--- src/debug_monitor_pkg.sv ---
// ----------------------------------------------------------------------
// Debug entry monitor shared definitions
// ----------------------------------------------------------------------
`default_nettype none

package debug_monitor_pkg;

  // ----------------------------------------------------------------------
  // Widths that carry a meaning
  // ----------------------------------------------------------------------
  // Program counter and dpc values
  typedef logic [31:0] addr_t;
  // Compressed instructions sit in the low half, high half zero
  typedef logic [31:0] insn_t;
  // Same encoding as dcsr.cause
  typedef logic [2:0]  cause_t;
  typedef logic [15:0] count_t;
  typedef logic [7:0]  apb_addr_t;
  typedef logic [31:0] apb_data_t;

  // Debug cause codes
  localparam cause_t CAUSE_NONE    = 3'd0;
  localparam cause_t CAUSE_EBREAK  = 3'd1;
  localparam cause_t CAUSE_TRIGGER = 3'd2;
  localparam cause_t CAUSE_HALTREQ = 3'd3;
  localparam cause_t CAUSE_STEP    = 3'd4;

  // Breakpoint instruction encodings
  localparam insn_t EBREAK_OPCODE  = 32'h0010_0073;
  localparam insn_t CEBREAK_OPCODE = 32'h0000_9002;

  // APB register map
  localparam apb_addr_t REG_CTRL        = 8'h00;
  localparam apb_addr_t REG_ENTRY_COUNT = 8'h04;
  localparam apb_addr_t REG_ERROR_COUNT = 8'h08;
  localparam apb_addr_t REG_LAST_CAUSE  = 8'h0C;
  localparam apb_addr_t REG_LAST_DPC    = 8'h10;

  // ----------------------------------------------------------------------
  // Bundles
  // ----------------------------------------------------------------------
  // Write-back retirement as seen from the core
  typedef struct packed {
    logic  valid;
    addr_t pc_rdata;
    addr_t pc_wdata;
    insn_t insn;
    logic  err;
  } retire_t;

  // Debug control state of the core
  typedef struct packed {
    logic debug_req;
    logic dcsr_step;
    logic dcsr_ebreakm;
    logic trigger_hit;
    logic debug_mode;
  } dbg_ctrl_t;

  // What the core reports once it sits in debug mode
  typedef struct packed {
    cause_t cause;
    addr_t  dpc;
  } dbg_report_t;

  typedef struct packed {
    logic      psel;
    logic      penable;
    logic      pwrite;
    apb_addr_t paddr;
    apb_data_t pwdata;
  } apb_req_t;

  typedef struct packed {
    apb_data_t prdata;
    logic      pready;
    logic      pslverr;
  } apb_rsp_t;

  // Checker results for the register block
  typedef struct packed {
    count_t entry_count;
    count_t error_count;
    cause_t last_cause;
    addr_t  last_dpc;
  } entry_stat_t;

endpackage

`default_nettype wire

--- src/debug_cause_tracker.sv ---
// ----------------------------------------------------------------------
// Expected debug cause tracker
// ----------------------------------------------------------------------
`timescale 1ns/100ps
`default_nettype none

module debug_cause_tracker (
  input  logic                         cov_assert_if,
  input  logic                         arst_n_i,
  input  debug_monitor_pkg::retire_t   retire_i,
  input  debug_monitor_pkg::dbg_ctrl_t ctrl_i,
  output debug_monitor_pkg::cause_t    cause_o,
  output logic                         ebreak_hit_o
);

  import debug_monitor_pkg::*;

  logic   is_ebreak;
  logic   is_cebreak;
  logic   trigger_match;
  cause_t cause_q;

  // ----------------------------------------------------------------------
  // Write-back decode
  // ----------------------------------------------------------------------
  // A faulted fetch never executes, so err masks the breakpoint
  assign is_ebreak  = retire_i.valid && !retire_i.err
                      && (retire_i.insn == EBREAK_OPCODE);
  assign is_cebreak = retire_i.valid && !retire_i.err
                      && (retire_i.insn == CEBREAK_OPCODE);

  // Without dcsr.ebreakm the breakpoint traps to M-mode instead
  assign ebreak_hit_o = (is_ebreak || is_cebreak) && ctrl_i.dcsr_ebreakm;

  assign trigger_match = retire_i.valid && ctrl_i.trigger_hit;

  // ----------------------------------------------------------------------
  // Cause priority
  // ----------------------------------------------------------------------
  // haltreq > trigger > ebreak > step and frozen once in debug mode
  always_ff @(posedge cov_assert_if or negedge arst_n_i) begin
    if (!arst_n_i) begin
      cause_q <= CAUSE_NONE;
    end else if (!ctrl_i.debug_mode) begin
      if (ctrl_i.debug_req) begin
        cause_q <= CAUSE_HALTREQ;
      end else if (trigger_match) begin
        cause_q <= CAUSE_TRIGGER;
      end else if (ebreak_hit_o) begin
        cause_q <= CAUSE_EBREAK;
      end else if (ctrl_i.dcsr_step
                   && ((cause_q == CAUSE_NONE) || (cause_q == CAUSE_STEP))) begin
        // Step never overrides a pending higher cause
        cause_q <= CAUSE_STEP;
      end else begin
        cause_q <= CAUSE_NONE;
      end
    end
  end

  assign cause_o = cause_q;

endmodule

`default_nettype wire

--- src/debug_entry_checker.sv ---
// ----------------------------------------------------------------------
// Debug entry checker and counters
// ----------------------------------------------------------------------
`timescale 1ns/100ps
`default_nettype none

module debug_entry_checker (
  input  logic                           cov_assert_if,
  input  logic                           arst_n_i,
  input  logic                           debug_mode_i,
  input  debug_monitor_pkg::dbg_report_t report_i,
  input  debug_monitor_pkg::cause_t      cause_i,
  input  debug_monitor_pkg::addr_t       dpc_i,
  input  logic                           count_en_i,
  input  logic                           clear_i,
  output debug_monitor_pkg::entry_stat_t stat_o
);

  import debug_monitor_pkg::*;

  logic   debug_mode_q;
  logic   entry;
  logic   mismatch;
  count_t entry_count_q;
  count_t error_count_q;
  cause_t last_cause_q;
  addr_t  last_dpc_q;

  // ----------------------------------------------------------------------
  // Entry detection
  // ----------------------------------------------------------------------
  always_ff @(posedge cov_assert_if or negedge arst_n_i) begin
    if (!arst_n_i) begin
      debug_mode_q <= 1'b0;
    end else begin
      debug_mode_q <= debug_mode_i;
    end
  end

  // First cycle in debug mode
  assign entry    = debug_mode_i && !debug_mode_q;
  assign mismatch = (report_i.cause != cause_i) || (report_i.dpc != dpc_i);

  // ----------------------------------------------------------------------
  // Saturating counters where a clear wins over an entry
  // ----------------------------------------------------------------------
  always_ff @(posedge cov_assert_if or negedge arst_n_i) begin
    if (!arst_n_i) begin
      entry_count_q <= '0;
      error_count_q <= '0;
    end else if (clear_i) begin
      entry_count_q <= '0;
      error_count_q <= '0;
    end else if (entry) begin
      if (entry_count_q != '1) begin
        entry_count_q <= entry_count_q + 1'b1;
      end
      if (count_en_i && mismatch && (error_count_q != '1)) begin
        error_count_q <= error_count_q + 1'b1;
      end
    end
  end

  // Predictions seen at the last entry
  always_ff @(posedge cov_assert_if or negedge arst_n_i) begin
    if (!arst_n_i) begin
      last_cause_q <= CAUSE_NONE;
      last_dpc_q   <= '0;
    end else if (entry) begin
      last_cause_q <= cause_i;
      last_dpc_q   <= dpc_i;
    end
  end

  assign stat_o = '{
    entry_count: entry_count_q,
    error_count: error_count_q,
    last_cause:  last_cause_q,
    last_dpc:    last_dpc_q
  };

endmodule

`default_nettype wire

--- src/debug_entry_monitor.sv ---
// ----------------------------------------------------------------------
// Debug entry monitor top level
// ----------------------------------------------------------------------
`timescale 1ns/100ps
`default_nettype none

module debug_entry_monitor (
  input  logic                           cov_assert_if,
  input  logic                           arst_n_i,
  input  debug_monitor_pkg::retire_t     retire_i,
  input  debug_monitor_pkg::dbg_ctrl_t   ctrl_i,
  input  debug_monitor_pkg::dbg_report_t report_i,
  input  debug_monitor_pkg::apb_req_t    apb_req_i,
  output debug_monitor_pkg::apb_rsp_t    apb_rsp_o
);

  import debug_monitor_pkg::*;

  cause_t      cause;
  logic        ebreak_hit;
  addr_t       dpc;
  logic        count_en;
  logic        clear;
  entry_stat_t stat;

  debug_cause_tracker i_cause_tracker (
    .cov_assert_if (cov_assert_if),
    .arst_n_i      (arst_n_i),
    .retire_i      (retire_i),
    .ctrl_i        (ctrl_i),
    .cause_o       (cause),
    .ebreak_hit_o  (ebreak_hit)
  );

  dpc_predictor i_dpc_predictor (
    .cov_assert_if (cov_assert_if),
    .arst_n_i      (arst_n_i),
    .retire_i      (retire_i),
    .debug_mode_i  (ctrl_i.debug_mode),
    .trigger_hit_i (ctrl_i.trigger_hit),
    .ebreak_hit_i  (ebreak_hit),
    .dpc_o         (dpc)
  );

  debug_entry_checker i_entry_checker (
    .cov_assert_if (cov_assert_if),
    .arst_n_i      (arst_n_i),
    .debug_mode_i  (ctrl_i.debug_mode),
    .report_i      (report_i),
    .cause_i       (cause),
    .dpc_i         (dpc),
    .count_en_i    (count_en),
    .clear_i       (clear),
    .stat_o        (stat)
  );

  debug_monitor_apb_regs i_apb_regs (
    .cov_assert_if (cov_assert_if),
    .arst_n_i      (arst_n_i),
    .apb_req_i     (apb_req_i),
    .apb_rsp_o     (apb_rsp_o),
    .stat_i        (stat),
    .count_en_o    (count_en),
    .clear_o       (clear)
  );

endmodule

`default_nettype wire

--- src/debug_monitor_apb_regs.sv ---
// ----------------------------------------------------------------------
// Monitor APB register block
// ----------------------------------------------------------------------
`timescale 1ns/100ps
`default_nettype none

module debug_monitor_apb_regs (
  input  logic                           cov_assert_if,
  input  logic                           arst_n_i,
  input  debug_monitor_pkg::apb_req_t    apb_req_i,
  output debug_monitor_pkg::apb_rsp_t    apb_rsp_o,
  input  debug_monitor_pkg::entry_stat_t stat_i,
  output logic                           count_en_o,
  output logic                           clear_o
);

  import debug_monitor_pkg::*;

  logic      access;
  logic      addr_valid;
  logic      addr_ro;
  logic      err;
  logic      wr_ok;
  logic      count_en_q;
  apb_data_t rdata;

  // ----------------------------------------------------------------------
  // Address decode
  // ----------------------------------------------------------------------
  // Every access phase completes without wait states
  assign access = apb_req_i.psel && apb_req_i.penable;

  always_comb begin
    addr_valid = 1'b1;
    addr_ro    = 1'b0;
    rdata      = '0;
    case (apb_req_i.paddr)
      REG_CTRL: begin
        rdata = apb_data_t'(count_en_q);
      end
      REG_ENTRY_COUNT: begin
        rdata   = apb_data_t'(stat_i.entry_count);
        addr_ro = 1'b1;
      end
      REG_ERROR_COUNT: begin
        rdata = apb_data_t'(stat_i.error_count);
      end
      REG_LAST_CAUSE: begin
        rdata   = apb_data_t'(stat_i.last_cause);
        addr_ro = 1'b1;
      end
      REG_LAST_DPC: begin
        rdata   = stat_i.last_dpc;
        addr_ro = 1'b1;
      end
      default: begin
        addr_valid = 1'b0;
      end
    endcase
  end

  // Unknown address, or a write to a status register
  assign err   = access && (!addr_valid || (apb_req_i.pwrite && addr_ro));
  assign wr_ok = access && apb_req_i.pwrite && !err;

  // ----------------------------------------------------------------------
  // Control
  // ----------------------------------------------------------------------
  always_ff @(posedge cov_assert_if or negedge arst_n_i) begin
    if (!arst_n_i) begin
      count_en_q <= 1'b0;
    end else if (wr_ok && (apb_req_i.paddr == REG_CTRL)) begin
      count_en_q <= apb_req_i.pwdata[0];
    end
  end

  // Any data written to the error count clears both counters
  assign clear_o    = wr_ok && (apb_req_i.paddr == REG_ERROR_COUNT);
  assign count_en_o = count_en_q;

  assign apb_rsp_o = '{
    prdata:  rdata,
    pready:  access,
    pslverr: err
  };

endmodule

`default_nettype wire

--- src/dpc_predictor.sv ---
// ----------------------------------------------------------------------
// Debug pc predictor
// ----------------------------------------------------------------------
`timescale 1ns/100ps
`default_nettype none

module dpc_predictor (
  input  logic                       cov_assert_if,
  input  logic                       arst_n_i,
  input  debug_monitor_pkg::retire_t retire_i,
  input  logic                       debug_mode_i,
  input  logic                       trigger_hit_i,
  input  logic                       ebreak_hit_i,
  output debug_monitor_pkg::addr_t   dpc_o
);

  import debug_monitor_pkg::*;

  addr_t dpc_q;
  addr_t dpc_next;
  logic  stay_on_pc;

  // Triggers and ebreaks halt on the instruction itself,
  // everything else resumes at the next pc
  assign stay_on_pc = trigger_hit_i || ebreak_hit_i;
  assign dpc_next   = stay_on_pc ? retire_i.pc_rdata : retire_i.pc_wdata;

  always_ff @(posedge cov_assert_if or negedge arst_n_i) begin
    if (!arst_n_i) begin
      dpc_q <= '0;
    end else if (retire_i.valid && !debug_mode_i) begin
      dpc_q <= dpc_next;
    end
  end

  // Held through debug mode so the checker sees the entry value
  assign dpc_o = dpc_q;

endmodule

`default_nettype wire

--- config.mk ---
export PLATFORM = sky130hd
export DESIGN_NAME = debug_entry_monitor
export DESIGN_NICKNAME = d
export VERILOG_FILES = /design/src/debug_monitor_pkg.sv /design/src/debug_cause_tracker.sv /design/src/debug_entry_checker.sv /design/src/debug_entry_monitor.sv /design/src/debug_monitor_apb_regs.sv /design/src/dpc_predictor.sv
export SDC_FILE = /design/constraint.sdc
export NUM_CORES = 1
export LEC_CHECK = 0
export ABC_AREA = 1
export BUFFER_PORTS_ARGS = -buffer_cell sky130_fd_sc_hd__buf_4
export CAP_MARGIN = 20
export CORE_MARGIN = 4
export CORE_UTILIZATION = 54
export CTS_BUF_LIST = sky130_fd_sc_hd__clkbuf_4
export DETAILED_ROUTE_END_ITERATION = 8
export PLACE_DENSITY_LB_ADDON = 0.3
export SLEW_MARGIN = 30
export SYNTH_ARGS = -nofsm -noshare
export SYNTH_HDL_FRONTEND = slang
export SYNTH_SLANG_ARGS = --single-unit
--- constraint.sdc ---
create_clock -name cov_assert_if -period 2.8 [get_ports cov_assert_if]
set_clock_uncertainty 0.2 [all_clocks]
set_input_delay 0.14 -clock cov_assert_if [delete_from_list [all_inputs] [get_ports cov_assert_if]]
set_output_delay 0.14 -clock cov_assert_if [all_outputs]
set_load 0.1 [all_outputs]
Word-level counts from Yosys, hierarchy flattened:

Cells that the tools add are included.

* add/sub/neg operators: 2
* equality and inequality tests: 11
* multiplexer cells: 14
* reductions and logical operators: 36

Operators by type and width (number)
* $pmux W32 S5: 1
* $mux W16: 6
* $add A16 B1 Y16 const B: 2
* $eq A32 B16 Y1 const B: 1
* $eq A32 B21 Y1 const B: 1
* $mux W32: 1
* $ne A16 B16 Y1 const B: 2
* $ne A32 B32 Y1: 1
* $logic_and A1 B1 Y1: 17
* $eq A8 B4 Y1 const B: 2
* $mux W3: 4
* $eq A8 B3 Y1 const B: 1
* $eq A8 B5 Y1 const B: 1
* $logic_not A8 Y1: 1
* $reduce_bool A2 Y1: 3
* $logic_not A1 Y1: 5
* $logic_or A1 B1 Y1: 5
* $reduce_or A5 Y1: 1
* $reduce_and A2 Y1: 2
* $eq A3 B3 Y1 const B: 1
* $logic_not A3 Y1: 1
* $ne A3 B3 Y1: 1
* $reduce_or A3 Y1: 1
* $mux W1: 2

* register bits: 104
* input port bits: 183
* output and inout port bits: 34
* logic and storage cells: 71

Longest topological paths before layout:

* depth after elaboration: 11
* gate-level depth with buffers: 12
* mapped depth without buffers: 11

Cells and area by module:

Synthesis repeated with hierarchy kept, for this count alone.

* cell total of the unflattened synthesis: 999
* area, all modules: 6736.5 µm²

Modules (own cells, without submodules)
* debug_entry_checker: instances 1, cells each 510, area each 3848.7 µm²
* dpc_predictor: instances 1, cells each 275, area each 1824.2 µm²
* debug_monitor_apb_regs: instances 1, cells each 156, area each 755.7 µm²
* debug_cause_tracker: instances 1, cells each 58, area each 307.8 µm²

Worst setup path after synthesis:

OpenSTA, ideal clock, no wires.

* kind: input to output
* from: input port apb_req_i[39] (netlist name)
* to: output port apb_rsp_o[11] (netlist name)
* data arrival time: 2467 ps
* data required time: 2460 ps
* path slack: -7 ps
* stages: 6
* buffers on the path: 1
* cell sequence: nor2_2 > nand3_2 > nor2_1 > nand2_1 > clkbuf_1 > o221ai_1

RTL lines
* start, declared: line debug_entry_monitor.sv:13 `input debug_monitor_pkg::apb_req_t apb_req_i,`
* end, declared: line debug_entry_monitor.sv:14 `output debug_monitor_pkg::apb_rsp_t apb_rsp_o`

Final worst setup path:

* from: register i_entry_checker.error_count_q[0]
* to: register i_entry_checker.error_count_q[10]

* word-level cells in the longest chain between the ends: 4
* elaborated cells between the ends (all ways): 8

RTL lines
* start, declared: line debug_entry_checker.sv:25 `count_t error_count_q;`
* start signal, assigned: line debug_entry_checker.sv:59 `error_count_q <= error_count_q + 1'b1;`
* $add A16 B1 Y16 / $ne A16 B16 Y1 (equally long branches): line debug_entry_checker.sv:59, debug_entry_checker.sv:58
* $mux W16 / $logic_and A1 B1 Y1 (equally long branches): line debug_entry_checker.sv:58 `if (count_en_i && mismatch && (error_count_q != '1)) begin`
* $mux W16 / $reduce_bool A2 Y1 (equally long branches)
* $mux W16 / $reduce_and A2 Y1 (equally long branches)

Several ways; a longest one is shown, not always the timed one. The select of a mux whose other input is x is not followed.
A chain may end at the register's enable or synchronous reset.

==> results.yml <==
die:
  die_h_um: 119
  num_io_pins: 217
  core_um2: 12100
  die_area_um2: 14200
  std_cell_rows: 40
  die_w_um: 119
  initial_core_util: 0.552
detailed_routing:
  wirelength_mm: 22.6
  viasPerCell: 5.36
  drtAntennaViolNets: 0
  drt_iter0_drc: 719
  drc: 0
  drt-pass1-iter-count: 7
  wire_per_inst_um: 16.4
  vias: 7425
final_layout:
  drive_gt1_frac: 0.208
  final_core_util: 0.750
  fin_area_um2: 9040
  final_nets: 1395
  fillCellCount: 855
  syn_to_final_growth_pct: 35.7
timing:
  holdWs_ps: -16.7
  final-setup-viol-count: 0
  fmax_ghz: 0.401
  min_period_over_period: 0.891
  slew-limit-headroom: 0.415
  finalSetupTns_ps: 0
  final_max_slew_viol_count: 0
  layout_min_cycle_time_ps: 2500
  grt_setup_unrepaired: "no"
  hold_viol_final: 8
  tightestPinTransition_ps: 877
logic_synthesis:
  syn-num-nets: 1150
  synth_seq_area_share: 0.391
  synth.largest_area_cell: "dfrtp_1"
  syn_area_um2: 6660
  syn_area_per_cell_um2: 6.90
  synth-seq-cells: 104
  synthArstFlopShare: 1.00
  ys_warn_count: 0
  synth_flop_cell: "dfrtp_1"
  synth_edf_count: 0
  synth_area_leaders: "dfrtp_1 39%, nand2_1 18%, inv_1 8.8%"
  netlist.area_leader.share: 0.391
  yosysUniqueCellTypes: 42
  syn_inst: 965
setup_path:
  crit_chain: "ha_1 -> nand3_1 -> nor2_2 -> nand3_2 -> nor2_2 -> a21oi_2 -> nand2_4 -> nand3_1 -> nand2_1"
  critPathRequiredTime_ps: 2960
  worstPathMaxFanout: 17
  endpoint_kind: "flip-flop"
  slowest_stage: "a21oi_2"
  crit_arrival_ps: 2660
  critPathKind: "flip-flop to flip-flop"
  cp_slowest_stage_delay_ps: 670
  start_kind: "flip-flop"
grt:
  grt_pass1_vias: 7456
  antenna_found_initial: 1
  grt_overflow: 0
  grt_pass1_wl_mm: 36.4
  grt_max_degree: 47
  grt_usage: 0.319
outcome:
  status: "finished with violations"
  violations: "hold timing"
clocking:
  ctsResizeCount: 0
  cts_root_buffer: "clkbuf_4"
  clkSlewWorstSetupHoldPaths_ps: 160
  cts_sinks: 104
  htreeDepth: 3
  clock_latency_ps: 480
  cts_tree: "yes"
  cts-hold-fix-buffers: 74
  cts-buffers-inserted: 9
  cts.path.max_buffers: 2
  cts_setup_buffers: 0
power_and_ir_drop:
  totalPowerFinal_uw: 3460
  leakagePower_uw: 0.00474
  vdd_ir_drop_max_uv: 230
  power_density_nw_per_um2: 383
run:
  timing.max_cap.violations: 0
placed_design:
  dp_hpwl_mm: 15.1
  placed_cell_area_um2: 8180
  gp_congestion: 0.927
  io_buffer_count: 185
worst_hold_path:
  hp-class: "input pin to asynchronous set/reset pin"
## registers in the layout, summed over array words and instances, names as in the netlist
name,count
i_apb_regs.count_en_o,1
i_entry_checker.entry_count_q,16
i_entry_checker.last_cause_q,3
i_cause_tracker.cause_o,3
i_entry_checker.last_dpc_q,32
i_entry_checker.error_count_q,16
i_dpc_predictor.dpc_o,32
i_entry_checker.debug_mode_q,1
## placed cells by master (no fill, tap or decap), types with 4 or more instances in the layout
master         instances
xnor2_1               18
nor2_4                 6
inv_2                  6
nand3b_1               4
o21ai_0               32
xor2_1                19
nor2_2                 5
nand3_2                4
buf_4                195
o211ai_1               6
o221ai_1               7
dlygate4sd3_1         74
dfrtp_1              104
nor2_1                63
nand2_1              315
o21ai_2               10
nand4_1               28
inv_1                157
nor3_1                 7
nand3_1              109
clkbuf_4               9
## kinds of logic after synthesis
kind of cell,after synthesis,synth area share
adders and majority gates,2,0.00376
xor gates and xnor gates,37,0.0486
AOI/OAI and AO/OA,69,0.0674
and+or+nand+nor,550,0.365
buffers and inverters,203,0.125
DFF,104,0.391
## through the flow
stage / setup WS, ps / instances
6_report: 304 / 1384
5_1_grt: 146 / 1383
4_1_cts: 313 / 1382
3_5_place_dp: 345 / 1293
3_3_place_gp: 405 / 1293
2_1_floorplan: -7.46 / 965
## power by group
| part | switching, µW | internal, µW |
|---|---|---|
| sequential | 168 | 1680 |
| combinational | 467 | 414 |
| clock | 537 | 195 |
## worst max-delay path: cells and delay by family (launching register included)
family          cells  cell delay, ps
simple gates        7             840
compound gates      1             670
fa+ha+maj           1             260
flops               1             430
## path summary, 6_finish.rpt
path / from / to / slack, ps / cells after the start
worst max-delay path: i_entry_checker.error_count_q[0] / i_entry_checker.error_count_q[10] / 300 / 9
worst min-delay path: arst_n_i / i_entry_checker.entry_count_q[4] / -20 / 2
worst max register to register: i_entry_checker.error_count_q[0] / i_entry_checker.error_count_q[10] / 300 / 9
worst min register to register: i_entry_checker.last_dpc_q[1] / i_entry_checker.last_dpc_q[1] / 300 / 2
max in group asynchronous: arst_n_i / i_dpc_predictor.dpc_o[11] / 1750 / 3
min in group cov_assert_if: apb_req_i[40] / i_entry_checker.entry_count_q[1] / 150 / 6
## area by class of cell
type                       count  area, µm²  share of cell area
inverter                     166        628              0.0695
antenna                        2       5.00            0.000553
clock buffer                   9       67.6             0.00747
clock inverter                 6       51.3             0.00567
timing repair buffer         271       2240               0.248
multi-input combinational    658       3230               0.358
tap                          168        210              0.0232
sequential                   104       2600               0.288
## metal layers
layer | wire length [µm] | global-route usage
met2 | 11300 | 0.556
met5 | 0 | 0
met1 | 8570 | 0.376
met4 | 1180 | 0.164
met3 | 1640 | 0.0579
## synth_stat cells, types with 4 or more instances
cell      number
nand3_2        4
dfrtp_1      104
buf_2          4
buf_4          7
o21ai_2       10
o211ai_1       6
nor2_2         4
inv_1        157
xor2_1        19
nand3b_1       4
nand4_1       28
inv_2          6
xnor2_1       18
o221ai_1       7
nor2_4         6
nor3_1         7
nand3_1      109
nor2_1        64
nand2_1      315
clkbuf_1      20
o21ai_0       32
Power figures use the tool's default switching activity.
